===== config.mk =====
export PLATFORM = sky130hd
export DESIGN_NAME = tft_touch_shield
export DESIGN_NICKNAME = d
export VERILOG_FILES = /design/src/hdl/shield_bus_pkg.sv /design/src/hdl/shield_spi_pkg.sv /design/src/hdl/spi_link_if.sv /design/src/hdl/lcd_cmd_port.sv /design/src/hdl/sd_xfer_port.sv /design/src/hdl/spi_arb.sv /design/src/hdl/spi_shifter.sv /design/src/hdl/tft_touch_shield.sv
export SDC_FILE = /design/constraint.sdc
export NUM_CORES = 1
export LEC_CHECK = 0
export BUFFER_PORTS_ARGS = -buffer_cell sky130_fd_sc_hd__buf_2
export CAP_MARGIN = 0
export CORE_MARGIN = 2
export CORE_UTILIZATION = 48
export DETAILED_ROUTE_END_ITERATION = 12
export PLACE_DENSITY = 0.87
export SLEW_MARGIN = 20
export SYNTH_ARGS = -nofsm -noshare
export SYNTH_HDL_FRONTEND = slang
export SYNTH_SLANG_ARGS = --single-unit

===== constraint.sdc =====
create_clock -name clk -period 1.98 [get_ports clk]
set_clock_uncertainty 0.2 [all_clocks]
set_input_delay 0.099 -clock clk [delete_from_list [all_inputs] [get_ports clk]]
set_output_delay 0.099 -clock clk [all_outputs]
set_load 0.01 [all_outputs]

===== src/hdl/shield_bus_pkg.sv =====
package shield_bus_pkg;

  localparam int WB_ADR_W = 4;
  localparam int WB_DAT_W = 32;

  // Word address, one register per step
  typedef logic [WB_ADR_W-1:0] wb_adr_t;

  // Data word, only the low byte lane carries SPI bytes
  typedef logic [WB_DAT_W-1:0] wb_dat_t;

  // LCD command port register map
  localparam wb_adr_t ADR_LCD_CMD  = wb_adr_t'(0);  // Byte with data/command low
  localparam wb_adr_t ADR_LCD_DATA = wb_adr_t'(1);  // Byte with data/command high
  localparam wb_adr_t ADR_LCD_CTRL = wb_adr_t'(2);  // Reset release and busy

  // SD transfer port register map
  localparam wb_adr_t ADR_SD_TX   = wb_adr_t'(0);  // Write starts a transfer
  localparam wb_adr_t ADR_SD_RX   = wb_adr_t'(1);  // Last received byte
  localparam wb_adr_t ADR_SD_CTRL = wb_adr_t'(2);  // Select hold and busy

  // Bit positions inside the control registers
  localparam int CTRL_RST_BIT  = 0;
  localparam int CTRL_HOLD_BIT = 0;
  localparam int CTRL_BUSY_BIT = 1;

endpackage


===== src/hdl/shield_spi_pkg.sv =====
package shield_spi_pkg;

  localparam int SPI_BYTE_W = 8;

  // Clock cycles per SCK half period
  localparam int SPI_HALF_PERIOD = 2;

  typedef logic [SPI_BYTE_W-1:0] spi_byte_t;

  typedef logic [$clog2(SPI_BYTE_W)-1:0] bit_cnt_t;
  typedef logic [$clog2(SPI_HALF_PERIOD)-1:0] half_cnt_t;

  // Index of an SPI client on the shared bus
  typedef logic client_t;

  localparam client_t CLIENT_LCD = 1'b0;
  localparam client_t CLIENT_SD  = 1'b1;

  typedef enum logic [1:0] {
    ARB_IDLE,
    ARB_BUSY,
    ARB_LOCKED
  } arb_state_t;

  typedef enum logic [1:0] {
    SH_IDLE,
    SH_SHIFT,
    SH_DONE
  } shift_state_t;

endpackage


===== src/hdl/spi_link_if.sv =====
`timescale 1ns/10ps

interface spi_link_if;

  logic                     req;
  logic                     ack;
  logic                     done;
  shield_spi_pkg::spi_byte_t tx_byte;
  logic                     dc;
  logic                     hold;   // Keep chip select low after this byte
  shield_spi_pkg::spi_byte_t rx_byte;

  modport client (
    output req,
    output tx_byte,
    output dc,
    output hold,
    input  ack,
    input  done,
    input  rx_byte
  );

  modport server (
    input  req,
    input  tx_byte,
    input  dc,
    input  hold,
    output ack,
    output done,
    output rx_byte
  );

endinterface


===== src/hdl/lcd_cmd_port.sv =====
`timescale 1ns/10ps

module lcd_cmd_port (
  input  logic                    clk,
  input  logic                    rst_n_i,
  input  logic                    wb_cyc_i,
  input  logic                    wb_stb_i,
  input  logic                    wb_we_i,
  input  shield_bus_pkg::wb_adr_t wb_adr_i,
  input  shield_bus_pkg::wb_dat_t wb_dat_i,
  output shield_bus_pkg::wb_dat_t wb_dat_o,
  output logic                    wb_ack_o,
  output logic                    lcd_rst_n_o,
  spi_link_if.client              link
);

  logic                      ack_q;
  logic                      buf_valid;
  logic                      in_flight;
  logic                      rst_q;
  shield_spi_pkg::spi_byte_t buf_byte;
  logic                      buf_dc;
  logic                      is_byte_adr;
  logic                      can_load;
  logic                      acc;
  logic                      busy;
  shield_bus_pkg::wb_dat_t   rd_data;

  assign is_byte_adr = (wb_adr_i == shield_bus_pkg::ADR_LCD_CMD) ||
                       (wb_adr_i == shield_bus_pkg::ADR_LCD_DATA);
  assign can_load    = !buf_valid || link.ack;  // Buffer frees as the arbiter takes it
  assign acc         = wb_cyc_i && wb_stb_i && !ack_q &&
                       (!wb_we_i || !is_byte_adr || can_load);
  assign busy        = buf_valid || in_flight;

  always_ff @(posedge clk)
  begin
    if (!rst_n_i)
    begin
      ack_q     <= 1'b0;
      buf_valid <= 1'b0;
      in_flight <= 1'b0;
      rst_q     <= 1'b0;  // Display stays in reset
    end
    else
    begin
      ack_q <= acc;
      if (link.ack)
      begin
        buf_valid <= 1'b0;
        in_flight <= 1'b1;
      end
      if (link.done)
        in_flight <= 1'b0;
      if (acc && wb_we_i)
      begin
        if (is_byte_adr)
          buf_valid <= 1'b1;
        else if (wb_adr_i == shield_bus_pkg::ADR_LCD_CTRL)
          rst_q <= wb_dat_i[shield_bus_pkg::CTRL_RST_BIT];
      end
    end
  end

  always_ff @(posedge clk)
  begin
    if (acc && wb_we_i && is_byte_adr)
    begin
      buf_byte <= wb_dat_i[shield_spi_pkg::SPI_BYTE_W-1:0];
      buf_dc   <= (wb_adr_i == shield_bus_pkg::ADR_LCD_DATA);
    end
    if (acc && !wb_we_i)
      wb_dat_o <= rd_data;
  end

  always_comb
  begin
    rd_data = '0;
    if (wb_adr_i == shield_bus_pkg::ADR_LCD_CTRL)
    begin
      rd_data[shield_bus_pkg::CTRL_RST_BIT]  = rst_q;
      rd_data[shield_bus_pkg::CTRL_BUSY_BIT] = busy;
    end
  end

  // A new request waits until the previous byte is done
  assign link.req     = buf_valid && !in_flight;
  assign link.tx_byte = buf_byte;
  assign link.dc      = buf_dc;
  assign link.hold    = 1'b0;

  assign wb_ack_o    = ack_q;
  assign lcd_rst_n_o = rst_q;

endmodule


===== src/hdl/sd_xfer_port.sv =====
`timescale 1ns/10ps

module sd_xfer_port (
  input  logic                    clk,
  input  logic                    rst_n_i,
  input  logic                    wb_cyc_i,
  input  logic                    wb_stb_i,
  input  logic                    wb_we_i,
  input  shield_bus_pkg::wb_adr_t wb_adr_i,
  input  shield_bus_pkg::wb_dat_t wb_dat_i,
  output shield_bus_pkg::wb_dat_t wb_dat_o,
  output logic                    wb_ack_o,
  spi_link_if.client              link
);

  logic                      ack_q;
  logic                      req_q;
  logic                      in_flight;
  logic                      hold_q;
  shield_spi_pkg::spi_byte_t tx_q;
  shield_spi_pkg::spi_byte_t rx_q;
  logic                      is_tx_adr;
  logic                      acc;
  logic                      busy;
  shield_bus_pkg::wb_dat_t   rd_data;

  assign is_tx_adr = (wb_adr_i == shield_bus_pkg::ADR_SD_TX);
  assign busy      = req_q || in_flight;
  assign acc       = wb_cyc_i && wb_stb_i && !ack_q &&
                     (!wb_we_i || !is_tx_adr || !busy);  // TX stalls until done

  always_ff @(posedge clk)
  begin
    if (!rst_n_i)
    begin
      ack_q     <= 1'b0;
      req_q     <= 1'b0;
      in_flight <= 1'b0;
      hold_q    <= 1'b0;
    end
    else
    begin
      ack_q <= acc;
      if (link.ack)
      begin
        req_q     <= 1'b0;
        in_flight <= 1'b1;
      end
      if (link.done)
        in_flight <= 1'b0;
      if (acc && wb_we_i)
      begin
        if (is_tx_adr)
          req_q <= 1'b1;
        else if (wb_adr_i == shield_bus_pkg::ADR_SD_CTRL)
          hold_q <= wb_dat_i[shield_bus_pkg::CTRL_HOLD_BIT];
      end
    end
  end

  always_ff @(posedge clk)
  begin
    if (acc && wb_we_i && is_tx_adr)
      tx_q <= wb_dat_i[shield_spi_pkg::SPI_BYTE_W-1:0];
    if (link.done)
      rx_q <= link.rx_byte;
    if (acc && !wb_we_i)
      wb_dat_o <= rd_data;
  end

  always_comb
  begin
    rd_data = '0;
    case (wb_adr_i)
      shield_bus_pkg::ADR_SD_RX:
        rd_data[shield_spi_pkg::SPI_BYTE_W-1:0] = rx_q;
      shield_bus_pkg::ADR_SD_CTRL:
      begin
        rd_data[shield_bus_pkg::CTRL_HOLD_BIT] = hold_q;
        rd_data[shield_bus_pkg::CTRL_BUSY_BIT] = busy;
      end
      default:
        rd_data = '0;
    endcase
  end

  assign link.req     = req_q;
  assign link.tx_byte = tx_q;
  assign link.dc      = 1'b0;
  assign link.hold    = hold_q;  // Clearing it also releases a held select

  assign wb_ack_o = ack_q;

endmodule


===== src/hdl/spi_arb.sv =====
`timescale 1ns/10ps

module spi_arb (
  input  logic        clk,
  input  logic        rst_n_i,
  spi_link_if.server  lcd,
  spi_link_if.server  sd,
  spi_link_if.client  shift,
  output logic        lcd_cs_n_o,
  output logic        sd_cs_n_o,
  output logic        lcd_dc_o
);

  shield_spi_pkg::arb_state_t state;
  shield_spi_pkg::client_t    grant_q;
  shield_spi_pkg::client_t    pick;
  shield_spi_pkg::spi_byte_t  tx_q;
  logic                       lcd_ack_q;
  logic                       sd_ack_q;
  logic                       shift_req_q;
  logic                       lcd_cs_n_q;
  logic                       sd_cs_n_q;
  logic                       dc_q;
  logic                       hold_q;
  logic                       lock_req;
  logic                       lock_hold;
  logic                       grant_en;

  assign lock_req  = (grant_q == shield_spi_pkg::CLIENT_SD) ? sd.req  : lcd.req;
  assign lock_hold = (grant_q == shield_spi_pkg::CLIENT_SD) ? sd.hold : lcd.hold;
  assign grant_en  = ((state == shield_spi_pkg::ARB_IDLE) && (lcd.req || sd.req)) ||
                     ((state == shield_spi_pkg::ARB_LOCKED) && lock_req);

  always_comb
  begin
    if (state == shield_spi_pkg::ARB_LOCKED)
      pick = grant_q;
    else if (lcd.req && sd.req)
      pick = ~grant_q;  // Alternate when both wait
    else if (sd.req)
      pick = shield_spi_pkg::CLIENT_SD;
    else
      pick = shield_spi_pkg::CLIENT_LCD;
  end

  always_ff @(posedge clk)
  begin
    if (!rst_n_i)
    begin
      state       <= shield_spi_pkg::ARB_IDLE;
      grant_q     <= shield_spi_pkg::CLIENT_LCD;
      lcd_ack_q   <= 1'b0;
      sd_ack_q    <= 1'b0;
      shift_req_q <= 1'b0;
      lcd_cs_n_q  <= 1'b1;
      sd_cs_n_q   <= 1'b1;
      dc_q        <= 1'b0;
      hold_q      <= 1'b0;
    end
    else
    begin
      lcd_ack_q <= 1'b0;
      sd_ack_q  <= 1'b0;
      if (shift.ack)
        shift_req_q <= 1'b0;
      if (grant_en)
      begin
        state       <= shield_spi_pkg::ARB_BUSY;
        grant_q     <= pick;
        shift_req_q <= 1'b1;
        if (pick == shield_spi_pkg::CLIENT_SD)
        begin
          sd_ack_q  <= 1'b1;
          sd_cs_n_q <= 1'b0;
          hold_q    <= sd.hold;
        end
        else
        begin
          lcd_ack_q  <= 1'b1;
          lcd_cs_n_q <= 1'b0;
          hold_q     <= lcd.hold;
          dc_q       <= lcd.dc;
        end
      end
      else if ((state == shield_spi_pkg::ARB_BUSY) && shift.done)
      begin
        if (hold_q)
          state <= shield_spi_pkg::ARB_LOCKED;  // Select stays low
        else
        begin
          state      <= shield_spi_pkg::ARB_IDLE;
          lcd_cs_n_q <= 1'b1;
          sd_cs_n_q  <= 1'b1;
        end
      end
      else if ((state == shield_spi_pkg::ARB_LOCKED) && !lock_hold)
      begin
        state      <= shield_spi_pkg::ARB_IDLE;
        lcd_cs_n_q <= 1'b1;
        sd_cs_n_q  <= 1'b1;
      end
    end
  end

  always_ff @(posedge clk)
  begin
    if (grant_en)
      tx_q <= (pick == shield_spi_pkg::CLIENT_SD) ? sd.tx_byte : lcd.tx_byte;
  end

  assign shift.req     = shift_req_q;
  assign shift.tx_byte = tx_q;
  assign shift.dc      = dc_q;
  assign shift.hold    = hold_q;

  assign lcd.ack     = lcd_ack_q;
  assign sd.ack      = sd_ack_q;
  assign lcd.done    = shift.done && (grant_q == shield_spi_pkg::CLIENT_LCD);
  assign sd.done     = shift.done && (grant_q == shield_spi_pkg::CLIENT_SD);
  assign lcd.rx_byte = (grant_q == shield_spi_pkg::CLIENT_LCD) ? shift.rx_byte : '0;
  assign sd.rx_byte  = (grant_q == shield_spi_pkg::CLIENT_SD)  ? shift.rx_byte : '0;

  assign lcd_cs_n_o = lcd_cs_n_q;
  assign sd_cs_n_o  = sd_cs_n_q;
  assign lcd_dc_o   = dc_q;

endmodule


===== src/hdl/spi_shifter.sv =====
`timescale 1ns/10ps

module spi_shifter (
  input  logic       clk,
  input  logic       rst_n_i,
  spi_link_if.server link,
  output logic       sclk_o,
  output logic       mosi_o,
  input  logic       miso_i
);

  shield_spi_pkg::shift_state_t state;
  shield_spi_pkg::half_cnt_t    half_cnt;
  shield_spi_pkg::bit_cnt_t     bit_cnt;
  shield_spi_pkg::spi_byte_t    tx_sr;
  shield_spi_pkg::spi_byte_t    rx_sr;
  logic                         sclk_q;
  logic                         phase_end;
  logic                         last_bit;

  assign phase_end = (state == shield_spi_pkg::SH_SHIFT) &&
                     (half_cnt == shield_spi_pkg::half_cnt_t'(shield_spi_pkg::SPI_HALF_PERIOD - 1));
  assign last_bit  = (bit_cnt == shield_spi_pkg::bit_cnt_t'(shield_spi_pkg::SPI_BYTE_W - 1));

  always_ff @(posedge clk)
  begin
    if (!rst_n_i)
    begin
      state    <= shield_spi_pkg::SH_IDLE;
      half_cnt <= '0;
      bit_cnt  <= '0;
      sclk_q   <= 1'b0;
    end
    else
    begin
      case (state)
        shield_spi_pkg::SH_IDLE:
          if (link.req)
          begin
            state    <= shield_spi_pkg::SH_SHIFT;
            half_cnt <= '0;
            bit_cnt  <= '0;
          end
        shield_spi_pkg::SH_SHIFT:
          if (phase_end)
          begin
            half_cnt <= '0;
            sclk_q   <= ~sclk_q;
            if (sclk_q && last_bit)
              state <= shield_spi_pkg::SH_DONE;  // Eighth falling edge
            else if (sclk_q)
              bit_cnt <= bit_cnt + 1'b1;
          end
          else
            half_cnt <= half_cnt + 1'b1;
        shield_spi_pkg::SH_DONE:
          state <= shield_spi_pkg::SH_IDLE;
        default:
          state <= shield_spi_pkg::SH_IDLE;
      endcase
    end
  end

  // MSB first; MOSI moves on the falling edge, MISO is taken on the rising edge
  always_ff @(posedge clk)
  begin
    if (link.ack)
      tx_sr <= link.tx_byte;
    else if (phase_end && sclk_q)
      tx_sr <= {tx_sr[shield_spi_pkg::SPI_BYTE_W-2:0], 1'b0};
    if (phase_end && !sclk_q)
      rx_sr <= {rx_sr[shield_spi_pkg::SPI_BYTE_W-2:0], miso_i};
  end

  assign link.ack     = link.req && (state == shield_spi_pkg::SH_IDLE);
  assign link.done    = (state == shield_spi_pkg::SH_DONE);
  assign link.rx_byte = rx_sr;

  assign sclk_o = sclk_q;
  assign mosi_o = tx_sr[shield_spi_pkg::SPI_BYTE_W-1];

endmodule


===== src/hdl/tft_touch_shield.sv =====
`timescale 1ns/10ps

module tft_touch_shield (
  input  logic                    clk,
  input  logic                    rst_n_i,

  input  logic                    lcd_cyc_i,
  input  logic                    lcd_stb_i,
  input  logic                    lcd_we_i,
  input  shield_bus_pkg::wb_adr_t lcd_adr_i,
  input  shield_bus_pkg::wb_dat_t lcd_dat_i,
  output shield_bus_pkg::wb_dat_t lcd_dat_o,
  output logic                    lcd_ack_o,

  input  logic                    sd_cyc_i,
  input  logic                    sd_stb_i,
  input  logic                    sd_we_i,
  input  shield_bus_pkg::wb_adr_t sd_adr_i,
  input  shield_bus_pkg::wb_dat_t sd_dat_i,
  output shield_bus_pkg::wb_dat_t sd_dat_o,
  output logic                    sd_ack_o,

  output logic                    sclk_o,
  output logic                    mosi_o,
  input  logic                    miso_i,
  output logic                    lcd_cs_n_o,
  output logic                    sd_cs_n_o,
  output logic                    lcd_dc_o,
  output logic                    lcd_rst_n_o,
  output logic                    tp_cs_n_o
);

  spi_link_if lcd_link ();
  spi_link_if sd_link ();
  spi_link_if shift_link ();

  assign tp_cs_n_o = 1'b1;  // Touch controller stays deselected

  lcd_cmd_port lcd_port (
    .clk         (clk),
    .rst_n_i     (rst_n_i),
    .wb_cyc_i    (lcd_cyc_i),
    .wb_stb_i    (lcd_stb_i),
    .wb_we_i     (lcd_we_i),
    .wb_adr_i    (lcd_adr_i),
    .wb_dat_i    (lcd_dat_i),
    .wb_dat_o    (lcd_dat_o),
    .wb_ack_o    (lcd_ack_o),
    .lcd_rst_n_o (lcd_rst_n_o),
    .link        (lcd_link.client)
  );

  sd_xfer_port sd_port (
    .clk      (clk),
    .rst_n_i  (rst_n_i),
    .wb_cyc_i (sd_cyc_i),
    .wb_stb_i (sd_stb_i),
    .wb_we_i  (sd_we_i),
    .wb_adr_i (sd_adr_i),
    .wb_dat_i (sd_dat_i),
    .wb_dat_o (sd_dat_o),
    .wb_ack_o (sd_ack_o),
    .link     (sd_link.client)
  );

  spi_arb arb (
    .clk        (clk),
    .rst_n_i    (rst_n_i),
    .lcd        (lcd_link.server),
    .sd         (sd_link.server),
    .shift      (shift_link.client),
    .lcd_cs_n_o (lcd_cs_n_o),
    .sd_cs_n_o  (sd_cs_n_o),
    .lcd_dc_o   (lcd_dc_o)
  );

  spi_shifter shifter (
    .clk     (clk),
    .rst_n_i (rst_n_i),
    .link    (shift_link.server),
    .sclk_o  (sclk_o),
    .mosi_o  (mosi_o),
    .miso_i  (miso_i)
  );

endmodule


[After elaboration in Yosys (flattened, before gate mapping)]
Index checks and enable logic that the tools add are counted.
Word-level totals
  flip-flop bits (word level): 84
  input port bits: 81
  output and inout bits: 73
Cells by class
  add/sub/neg operators: 2
  equal/unequal tests: 17
  multiplexer cells: 43
  bitwise gates (word level): 6
  reductions and logical operators: 68
Operator list (count)
  1-bit two-way mux: 26
  1-bit logical AND: 25
  8-bit two-way mux: 3
  3-bit AND reduction: 5
  2-bit two-way mux: 6
  3-bit two-way mux: 4
  1-bit logical NOT: 11
  1-bit logical OR: 10
  4-bit by 1-bit == test with 1-bit output (second input constant): 2
  4-bit by 2-bit == test with 1-bit output (second input constant): 2
  4-bit logical NOT: 2
  2-bit != test (second input constant): 4
  2-bit case mux with 2 select lines: 2
  2-bit AND reduction: 4
  2-bit nonzero test: 4
  2-bit by 1-bit != test with 1-bit output (second input constant): 3
  1-bit inverter: 6
  3-bit case mux with 2 select lines: 1
  2-bit OR reduction: 3
  5-bit AND reduction: 1
  2-bit by 1-bit == test with 1-bit output (second input constant): 2
  2-bit == test (second input constant): 2
  2-bit logical NOT: 2
  3-bit by 1-bit adder with 3-bit output (second input constant): 1
  other kinds (5): 5

[Longest topological paths before layout]
Gate-level depths: netlist of run 1.
  word-level depth: 8
  mapped depth: 6

[Hierarchy]
Synthesis of run 1 repeated with hierarchy kept, for this count alone.
Second synthesis, totals
  cells, all modules: 323
  area total of the unflattened synthesis: 3971.3 um^2
Modules (own cells, without submodules)
  sd_xfer_port: times used 1, cells an instance 83, area an instance 1202.4 um^2, sequential area each 800.8 um^2
  spi_arb: times used 1, cells an instance 97, area an instance 980.9 um^2, sequential area each 440.4 um^2
  spi_shifter: times used 1, cells an instance 69, area an instance 973.4 um^2, sequential area each 620.6 um^2
  lcd_cmd_port: times used 1, cells an instance 72, area an instance 803.3 um^2, sequential area each 410.4 um^2
  tft_touch_shield: times used 1, cells an instance 2, area an instance 11.3 um^2, sequential area each 0.0 um^2

[Least setup slack after synthesis of run 1]
Ideal clock, no wire load.
  kind: reg-to-reg
  start: reg shifter.bit_cnt[0]
  end: reg shifter.bit_cnt[0]
  library setup time: 0.128 ns
  data arrival time: 1.426 ns
  data required time: 1.652 ns
  path slack: 0.226 ns
  stages on the path, launching flop included: 7
  buffers on the path: 0
  period minus slack after synthesis: 1.754 ns
  cell sequence: dfxtp_1 -> ha_1 -> ha_1 -> nand4b_1 -> a21oi_1 -> mux2i_1 -> nor2_1
On the way
  word-level cells in the longest chain between the ends: 5
  elaborated cells on any way between the ends: 9
  those cells by class: add/sub: 1; eq/ne: 2; mux: 4; reduce/logical: 2
RTL lines
  start, declared: line spi_shifter.sv:14  | shield_spi_pkg::bit_cnt_t bit_cnt;
  start signal, assigned: line spi_shifter.sv:52  | bit_cnt <= bit_cnt + 1'b1;
  3-bit by 1-bit adder with 3-bit output: line spi_shifter.sv:52
  3-bit two-way mux: line spi_shifter.sv:51  | else if (sclk_q)
  3-bit two-way mux: line spi_shifter.sv:49  | if (sclk_q && last_bit)
  3-bit two-way mux: line spi_shifter.sv:45  | if (phase_end)
  3-bit case mux with 2 select lines: line spi_shifter.sv:36  | case (state)
Parallel ways exist; a longest one is shown, timed or not. The select of a mux whose other input is x is not followed.
A chain may end at the register's enable or synchronous reset.

[Worst setup path after layout of run 1]
  start: in lcd_adr_i[1]
  end: reg lcd_port.ack_q (netlist: lcd_port.wb_ack_o)
On the way
  word-level cells in the longest chain between the ends: 6
  elaborated cells on any way between the ends: 7
  those cells by class: eq/ne: 1; reduce/logical: 6
RTL lines
  start, declared: line tft_touch_shield.sv:10  | input shield_bus_pkg::wb_adr_t lcd_adr_i,
  4-bit by 1-bit == test with 1-bit output or 4-bit logical NOT (tied branches): line lcd_cmd_port.sv:30, lcd_cmd_port.sv:29
  1-bit logical OR (*): line lcd_cmd_port.sv:29  | assign is_byte_adr = (wb_adr_i == shield_bus_pkg::ADR_LCD_CMD) ||
  1-bit logical NOT (*): line lcd_cmd_port.sv:33  | (!wb_we_i || !is_byte_adr || can_load);
  1-bit logical OR (*) (2 in a row): line lcd_cmd_port.sv:33
  1-bit logical AND (*): line lcd_cmd_port.sv:32  | assign acc = wb_cyc_i && wb_stb_i && !ack_q &&
  end signal, assigned: line lcd_cmd_port.sv:40  | ack_q <= 1'b0;
  end signal, assigned: line lcd_cmd_port.sv:47  | ack_q <= acc;
  end, declared: line lcd_cmd_port.sv:17  | logic ack_q;
Every way passes the cells marked *; elsewhere a longest branch is shown, timed or not.

==> results.toml, run 1 <==
[setup_path]
critical_path_arrival_ns = 1.94
cpMostUsedCell = "dlygate4sd3_1"
cp_slowest_cell = "dlygate4sd3_1"
startpoint_type = "primary input"
crit_type = "primary input to flop"
cpPeakStageDelay_ns = 0.59
critPathBufInv = 3
crit_required_ns = 2.03
critPathCaptureType = "flop"
crit_chain = "dlygate4sd3_1 > buf_2 > nor3_1 > a31oi_1 > dlygate4sd3_1"
path_delay_family = "buffers and inverters"
cp_max_fo = 4

[die]
rows = 31
core_area_um2 = 7331
io_pins = 154
start_util_pct = 50.15
die_w_um = 91.51
design.die.area_um2 = 8374
die_h_um = 91.51

[synth]
synthCells = 289
synth_cell_type_count = 41
synth_ff_type = "edfxtp_1"
yosysWarnings = 0
async_reset_ff_share_pct = 0
syn-cell-area_um2 = 3676
ys_ff_latch = 84
syn_area_per_cell_um2 = 12.72
yosysSeqAreaShare_pct = 61.81
synth_edf_count = 59

[layout]
fin_cells = 490
syn_to_final_growth_pct = 20.69
nNetsFinal = 469
fillers = 559
drive_above_1_share_pct = 26.09
antenna_cells = 0
layout_commonest_cell = "edfxtp_1"
final_cell_mix = "edfxtp_1 (59), conb_1 (55), buf_2 (50), dlygate4sd3_1 (28), dfxtp_1 (25)"

[place]
dp.cells = 446
io_buffers = 50
place.gp.congestion = 0.7874
dp_hpwl_mm = 4.464

[grt]
grt.overflow.total = 0
grt_use_total_pct = 16.32
grt_first_pass_wirelength_mm = 10.34
antenna_found_initial = 0
grt_pass1_vias = 2245
grt_max_degree = 17

[clock_network]
postCtsSetupBuffers = 0
cts_tree = "built"
numCtsBuffers = 9
worstSkewPairLatency_ns = 0.36
htreeDepth = 3
cts_root_buffer = "clkbuf_8"
clk_pin_slew_ns = 0.08
ctsLongestPathBuffers = 2
cts_sinks = 84

[timing]
worst_slew_pin_slew_ns = 0.7527
slew_violations = 0
hold_violations = 0
fin_setup_tns_ns = 0
max_freq_ghz = 0.5280
rsz0062_at_grt = "no"
timing.final.crit_share_pct = 95.65
setup_violations = 0
slew_headroom_pct = 49.71
period_needed_ns = 1.894

[detailed_routing]
ant_nets = 0
drc = 0
avgRoutedWirePerCell_um = 13.43
drtIter0Drc = 120
firstDrtPassIters = 4
vias = 2290
wl_mm = 6.579
routed_via_density = 4.673

[flow_run]
drv_cap = 0

[power]
ir_drop_mv = 0.6387
leakage_nw = 1.777
power_mw = 3.442
p_per_area_nw_per_um2 = 775.7

[run_status]
status = "completed"

[worst_hold_path]
min_path_type = "primary input to flop"
[sequential cells by signal, summed over array words and instances (netlist names), 2 cells and up]
name                   count
arb.shift.tx_byte          8
arb.state                  2
lcd_port.link.tx_byte      8
lcd_port.wb_dat_o          2
sd_port.link.tx_byte       8
sd_port.rx_q               8
sd_port.wb_dat_o           8
shifter.bit_cnt            3
shifter.link.rx_byte       8
shifter.state              2
shifter.tx_sr              8
[cells in the mapped netlist, drive strengths merged, types with 2 or more instances]
cell type,count,area (um^2)
nor3b,2,20.02
nand3,3,15.01
inv,6,22.52
ha,2,25.02
nor2b,6,37.54
nor4,2,12.51
mux2,15,168.9
nand2,9,33.78
a31oi,4,25.02
nor4b,2,17.52
and3b,4,35.03
nand2b,5,31.28
a21oi,7,38.79
o21a,5,37.54
conb,2,7.510
edfxtp,59,1772
nor2,20,75.07
clkbuf,3,11.26
and3,2,12.51
o21ai,6,30.03
nor3,5,25.02
and2,20,125.1
buf,57,429.2
mux2i,6,60.06
dfxtp,25,500.5
[what timing repair did]
action | in CTS | in global routing
hold endpoints to repair | 41 | 0
hold buffers | 28 | 0
endpoints found under the setup margin | 0 | 14
gates resized for setup | 0 | 2
[worst register-to-register path, delay by kind of cell, from the launching register on]
kind	cells	cell delay, ns
simple gates	1	0.44
flops	1	0.37
buf+inv	1	0.26
mux	1	0.35
[routing by layer]
metal | vias up | track usage (%) | routed length, um
met4 | 0 | 6.061 | 126
met1 | 1092 | 18.66 | 2686
met3 | 13 | 5.228 | 354
met5 | - | 0 | 0
met2 | 84 | 28.43 | 3412
li1 | 1101 | - | -
[path summary, 6_finish.rpt]
kind | from | to | slack, ns | depth (start not counted)
setup / recovery | lcd_adr_i[1] | lcd_port.wb_ack_o | 0.09 | 5
hold reg to reg | shifter.link.rx_byte[0] | shifter.link.rx_byte[1] | 0.25 | 0
setup reg to reg | shifter.state[0] | shifter.tx_sr[2] | 0.12 | 3
hold / removal | sd_cyc_i | sd_port.wb_ack_o | 0.02 | 3
[area by class of cell]
type                    instances  area [um^2]  area share [%]
flip-flops and latches         84         2272           51.21
multi-input cells             192         1146           25.83
repair buffers                 93        643.1           14.50
clock buffers                   9        123.9           2.792
well taps                      99        123.9           2.792
clock inverters                 7        105.1           2.369
inverters                       6        22.52          0.5076
[cell families (layout without fill, tap and decap cells)]
kind of cell / count (synthesis) / after routing / synth area share, %
AND/OR/NAND/NOR: 85 / 85 / 12.97
adder cells (fa/ha/maj): 2 / 2 / 0.6806
XOR/XNOR: 1 / 1 / 0.2383
AO/OA/AOI/OAI: 28 / 28 / 5.276
buffers and inverters: 66 / 115 / 12.59
other: 2 / 55 / 0.2043
flip-flops: 84 / 84 / 61.81
multiplexers: 21 / 21 / 6.229
[per-stage QoR]
stage | hold WS, ns | area, um^2 | setup slack [ns] | utilization (%)
2_1_floorplan | -0.002424 | 3875 | 0.2259 | -
3_3_place_gp | 0.07876 | 3921 | 0.06458 | 53.49
3_5_place_dp | 0.07909 | 3921 | 0.03675 | 53.49
4_1_cts | 0.003835 | 4431 | 0.01979 | 60.44
5_1_grt | 0.03702 | 4437 | 0.008269 | 60.52
6_report | 0.01806 | 4437 | 0.08612 | 60.52
[power by group]
group          leakage, nW  internal, mW  switching, mW
Clock                0.112         0.729          0.636
Combinational        0.935        0.0822          0.111
Sequential           0.730          1.88        0.00562
Total                 1.78          2.69          0.752
No activity file was read; power rests on OpenSTA's default activity.
==> inputs of run 2 (changes only) <==
--- a/config.mk
+++ b/config.mk
@@ -5,12 +5,13 @@
 export SDC_FILE = /design/constraint.sdc
 export NUM_CORES = 1
 export LEC_CHECK = 0
+export ABC_AREA = 1
 export BUFFER_PORTS_ARGS = -buffer_cell sky130_fd_sc_hd__buf_2
 export CAP_MARGIN = 0
 export CORE_MARGIN = 2
-export CORE_UTILIZATION = 48
+export CORE_UTILIZATION = 45
 export DETAILED_ROUTE_END_ITERATION = 12
-export PLACE_DENSITY = 0.87
+export PLACE_DENSITY = 0.82
 export SLEW_MARGIN = 20
 export SYNTH_ARGS = -nofsm -noshare
 export SYNTH_HDL_FRONTEND = slang
==> constraint.sdc (replaced) <==
create_clock -name clk -period 1.98 [get_ports clk]
set_clock_uncertainty 0.2 [all_clocks]
set_input_delay 0.297 -clock clk [delete_from_list [all_inputs] [get_ports clk]]
set_output_delay 0.297 -clock clk [all_outputs]
set_load 0.01 [all_outputs]
==> results.toml, run 2 <==
[synth]
yosysSeqAreaShare_pct = 60.55
syn-cell-area_um2 = 3752
syn_area_per_cell_um2 = 9.797
async_reset_ff_share_pct = 0
synth_edf_count = 59
synth_common_cells = "nand2_1 (93), edfxtp_1 (59), buf_4 (55)"
synth_cell_type_count = 28
synth.most_common_cell = "nand2_1"
synth_top_area_cell = "edfxtp_1"
yosysWarnings = 0
synth_top_area_share_pct = 47.22
synth_area_leaders = "edfxtp_1 (47%), dfxtp_1 (13%), buf_4 (11%), nand2_1 (9.3%), inv_1 (5.0%)"
synth_ff_type = "edfxtp_1"
ys_ff_latch = 84
synthCells = 383

[timing]
rsz0062_at_grt = "no"
hold_violations = 0
setup_violations = 0
slew_violations = 0
timing.final.crit_share_pct = 87.74
max_freq_ghz = 0.5756
period_needed_ns = 1.737
fin_ws_ns = 0.2427
worst_slew_pin_slew_ns = 0.6112
slew_headroom_pct = 59.10
holdWs_ns = 0.06641
fin_setup_tns_ns = 0

[clock_network]
worstSkewPairLatency_ns = 0.35
cts_sinks = 84
numCtsBuffers = 9
ctsHoldBuffers = 17
cts_root_buffer = "clkbuf_8"
clk_pin_slew_ns = 0.09
postCtsSetupBuffers = 0
cts_resized = 0
ctsLongestPathBuffers = 2
htreeDepth = 3
cts_tree = "built"

[detailed_routing]
top_layer = "met4"
vias = 2501
m1WireLength_mm = 2.732
firstDrtPassIters = 4
drc = 0
wl_mm = 6.388
routed_via_density = 4.395
avgRoutedWirePerCell_um = 11.23
dr_wl_met2_mm = 3.107
drtIter0Drc = 177
met3_wirelength_um = 403
ant_nets = 0

[layout]
fin_area_um2 = 4317
drive_above_1_share_pct = 17.46
final_cell_mix = "nand2_1 (93), edfxtp_1 (59), conb_1 (55), inv_1 (50), buf_2 (50)"
layout_commonest_cell = "nand2_1"
syn_to_final_growth_pct = 15.04
nNetsFinal = 542
antenna_cells = 0
final_util_pct = 53.07
fin_cells = 569

[power]
ir_drop_mv = 0.5593
leakage_nw = 2.022
p_per_area_nw_per_um2 = 792.7
power_mw = 3.422

[grt]
grt.overflow.total = 0
grt_max_degree = 16
antenna_found_initial = 0
grt_first_pass_wirelength_mm = 10.32
grt_pass1_vias = 2330
grt_use_total_pct = 14.86

[place]
dp.cells = 536
dpl_cell_area_um2 = 3924
dp_hpwl_mm = 4.472
io_buffers = 50
place.gp.congestion = 0.8072
pre_cts_ws_ns = 0.1931

[setup_path]
cp_max_fo = 8
crit_type = "flop to flop"
critPathCaptureType = "flop"
startpoint_type = "flop"
critical_path_arrival_ns = 1.53
crit_required_ns = 1.77

[die]
design.die.area_um2 = 9085
die_w_um = 95.32
start_util_pct = 46.13
die_h_um = 95.32
rows = 33
core_area_um2 = 8134
io_pins = 154

[run_status]
status = "completed"

[flow_run]
drv_cap = 0

[worst_hold_path]
min_path_type = "primary input to flop"
run 2: worst max-delay path, cell delays in order (launching register included):
cell and delay [ns]:
dfxtp_1 0.32, nor2_1 0.18, nor2_1 0.06, nand2_1 0.08, nand2_1 0.07, nor2_1 0.48
run 2: cell type report:
type / count / area (um^2)
fillers: 685 / 3817
inverters: 52 / 195.2
clock inverters: 6 / 95.09
multi-input cells: 239 / 1030
clock buffers: 10 / 127.6
flip-flops and latches: 84 / 2272
repair buffers: 73 / 465.4
well taps: 105 / 131.4
run 2: path summary, 6_finish.rpt:
kind                           startpoint  cells after the start  slack [ns]                 endpoint
hold / removal               lcd_adr_i[1]                      2        0.07         lcd_port.link.dc
setup reg to reg        sd_port.in_flight                      5        0.24      sd_port.wb_dat_o[0]
setup / recovery        sd_port.in_flight                      5        0.24      sd_port.wb_dat_o[0]
hold reg to reg   shifter.link.rx_byte[6]                      0        0.24  shifter.link.rx_byte[7]
run 2: logic make-up (layout without fill, tap and decap cells):
group | after synthesis | after routing | share of synthesized area (%)
flip-flops | 84 | 84 | 60.55
other | 2 | 55 | 0.2001
adder cells (fa/ha/maj) | 2 | 2 | 0.6668
buffers and inverters | 113 | 141 | 17.31
AO/OA/AOI/OAI | 23 | 23 | 3.334
AND/OR/NAND/NOR | 159 | 159 | 17.94
run 2: power by group:
part           leakage (nW)  internal, mW  switching (mW)
clock network         0.105         0.724           0.633
logic                  1.19        0.0645           0.114
registers             0.725          1.88         0.00643
total                  2.02          2.67           0.753
run 2: per-layer routing:
metal	vias up	global-route usage, %
met3	11	3.715
met2	104	25.18
met5	-	0
li1	1264	-
met4	0	6.522
met1	1122	17.92
==> inputs of run 3 (changes only) <==
--- a/config.mk
+++ b/config.mk
@@ -12,6 +12,7 @@
 export CORE_UTILIZATION = 45
 export DETAILED_ROUTE_END_ITERATION = 12
 export PLACE_DENSITY = 0.82
+export SETUP_SLACK_MARGIN = 0.5
 export SLEW_MARGIN = 20
 export SYNTH_ARGS = -nofsm -noshare
 export SYNTH_HDL_FRONTEND = slang
==> results.toml, run 3 (synthesized netlist as in run 2, its figures left out) <==
[timing]
hold_violations = 0
max_freq_ghz = 0.6695
fin_setup_tns_ns = 0
rsz0062_at_grt = "yes"
period_needed_ns = 1.494
setup_violations = 0
timing.final.crit_share_pct = 75.43
fin_ws_ns = 0.4864
slew_violations = 0
holdWs_ns = 0.06523

[die]
core_area_um2 = 8134
io_pins = 154
rows = 33
design.die.area_um2 = 9085
start_util_pct = 46.13
die_w_um = 95.32
die_h_um = 95.32

[grt]
grt_use_total_pct = 15.94
grt_most_used_layer = "met2"
grt_first_pass_wirelength_mm = 10.95
gr-usage-met3_pct = 3.874
antenna_found_initial = 0
grt.overflow.total = 0
use_met1_pct = 18.84
grt_max_degree = 17
grt_use_met2_pct = 26.70
grt_pass1_vias = 2439

[setup_path]
startpoint_type = "flop"
critPathBufInv = 2
cp_slowest_cell = "dfxtp_2"
critPathCaptureType = "flop"
path_delay_family = "simple AND/OR/NAND/NOR gates"
cp_max_fo = 6
cpPeakStageDelay_ns = 0.35
critical_path_arrival_ns = 1.42
crit_required_ns = 1.91
crit_chain = "inv_4 > nor2_4 > nor2_1 > nand2_1 > nand2_4 > clkinvlp_4 > nand2_1 > nand2_1"
cpMostUsedCell = "nand2_1"
crit_type = "flop to flop"

[power]
switching_share_pct = 23.97
p_clk_share_pct = 38.1
seqPwrFrac_pct = 56.2
power_mw = 3.358
leakage_nw = 2.075
intPower_mw = 2.553
p_per_area_nw_per_um2 = 734.6
switchingPower_uw = 805.2
ir_drop_mv = 0.5679
combPwrFrac_pct = 5.7

[worst_hold_path]
min_path_type = "primary input to flop"

[detailed_routing]
routed_via_density = 4.531
avgRoutedWirePerCell_um = 12.24
ant_nets = 0
vias = 2628
firstDrtPassIters = 6
drc = 0
drtIter0Drc = 161
wl_mm = 7.102

[layout]
antenna_cells = 0
fillers = 624
fin_cells = 580
layout_commonest_cell = "nand2_1"
final_cell_mix = "nand2_1 (84), edfxtp_1 (59), conb_1 (55), buf_2 (50), inv_1 (43)"
syn_to_final_growth_pct = 21.84
nNetsFinal = 553
final_util_pct = 56.21
fin_area_um2 = 4572
drive_above_1_share_pct = 27.79

[clock_network]
htreeDepth = 3
ctsLongestPathBuffers = 2
cts_sinks = 84
worstSkewPairLatency_ns = 0.36
cts_root_buffer = "clkbuf_8"
cts_tree = "built"
clk_pin_slew_ns = 0.09
numCtsBuffers = 9

[run_status]
status = "completed"

[place]
pre_cts_ws_ns = 0.2099
io_buffers = 50
dp.cells = 534
place.gp.congestion = 0.8121
dp_hpwl_mm = 4.555
dpl_cell_area_um2 = 3930

[flow_run]
drv_cap = 0
## run 3: cell types whose count changed in the layout (fill, tap and decap cells not counted), moves of 4 or more
cell,previous run,this run
inv_1,50,43
nand2_2,1,8
nand2_1,93,84
nor2_1,39,34
buf_4,6,14
dfxtp_1,25,17
o21ai_0,8,4
nor2_4,2,6
dfxtp_2,0,8
inv_4,0,4
## run 3: final timing paths
kind	start	to	slack, ns	depth (start not counted)
worst min-delay path	lcd_adr_i[1]	lcd_port.link.dc	0.07	2
worst max register to register	arb.state[1]	arb.shift.tx_byte[5]	0.49	8
worst max-delay path	arb.state[1]	arb.shift.tx_byte[5]	0.49	8
worst min register to register	sd_port.link.hold	arb.shift.hold	0.25	2
## run 3: cell type report
cell class / count / area, um^2 / area share (%)
clock buffers: 9 / 123.9 / 2.709
clock inverters: 7 / 83.83 / 1.834
inverters: 52 / 209.0 / 4.570
multi-input cells: 240 / 1197 / 26.19
flip-flops and latches: 84 / 2282 / 49.92
well taps: 105 / 131.4 / 2.874
repair buffers: 82 / 536.8 / 11.74
repair inverters: 1 / 7.507 / 0.1642
## run 3: per-layer routing
| layer | vias up | wire length [um] | share of wire, % |
|---|---|---|---|
| li1 | 1285 | - | - |
| met1 | 1194 | 2809 | 40 |
| met2 | 128 | 3550 | 50 |
| met3 | 21 | 526 | 7.4 |
| met4 | 0 | 216 | 3.0 |
| met5 | - | 0 | 0 |
## run 3: power groups by stage
stage / logic [mW] / clock network, mW / registers [mW]
3_5_place_dp: 0.150 / 0 / 1.93
3_3_place_gp: 0.145 / 0 / 1.93
6_report: 0.191 / 1.28 / 1.89
4_1_cts: 0.179 / 1.29 / 1.89
5_1_grt: 0.218 / 1.36 / 1.89
2_1_floorplan: 0.173 / 0 / 1.93
## run 3: worst register-to-register path, cell delays in order (launching register included)
cell and delay, ns:
dfxtp_2 0.35, inv_4 0.08, nor2_4 0.04, nor2_1 0.09, nand2_1 0.09, nand2_4 0.11, clkinvlp_4 0.16, nand2_1 0.10
nand2_1 0.05
## run 3: repair_timing
action | in CTS | in global routing
pin swaps | 3 | 10
hold buffers | 17 | 0
endpoints found under the hold margin | 18 | 0
buffers inserted | 3 | 8
gates cloned | 1 | 1
resized for setup | 22 | 34
setup endpoints to repair | 46 | 62
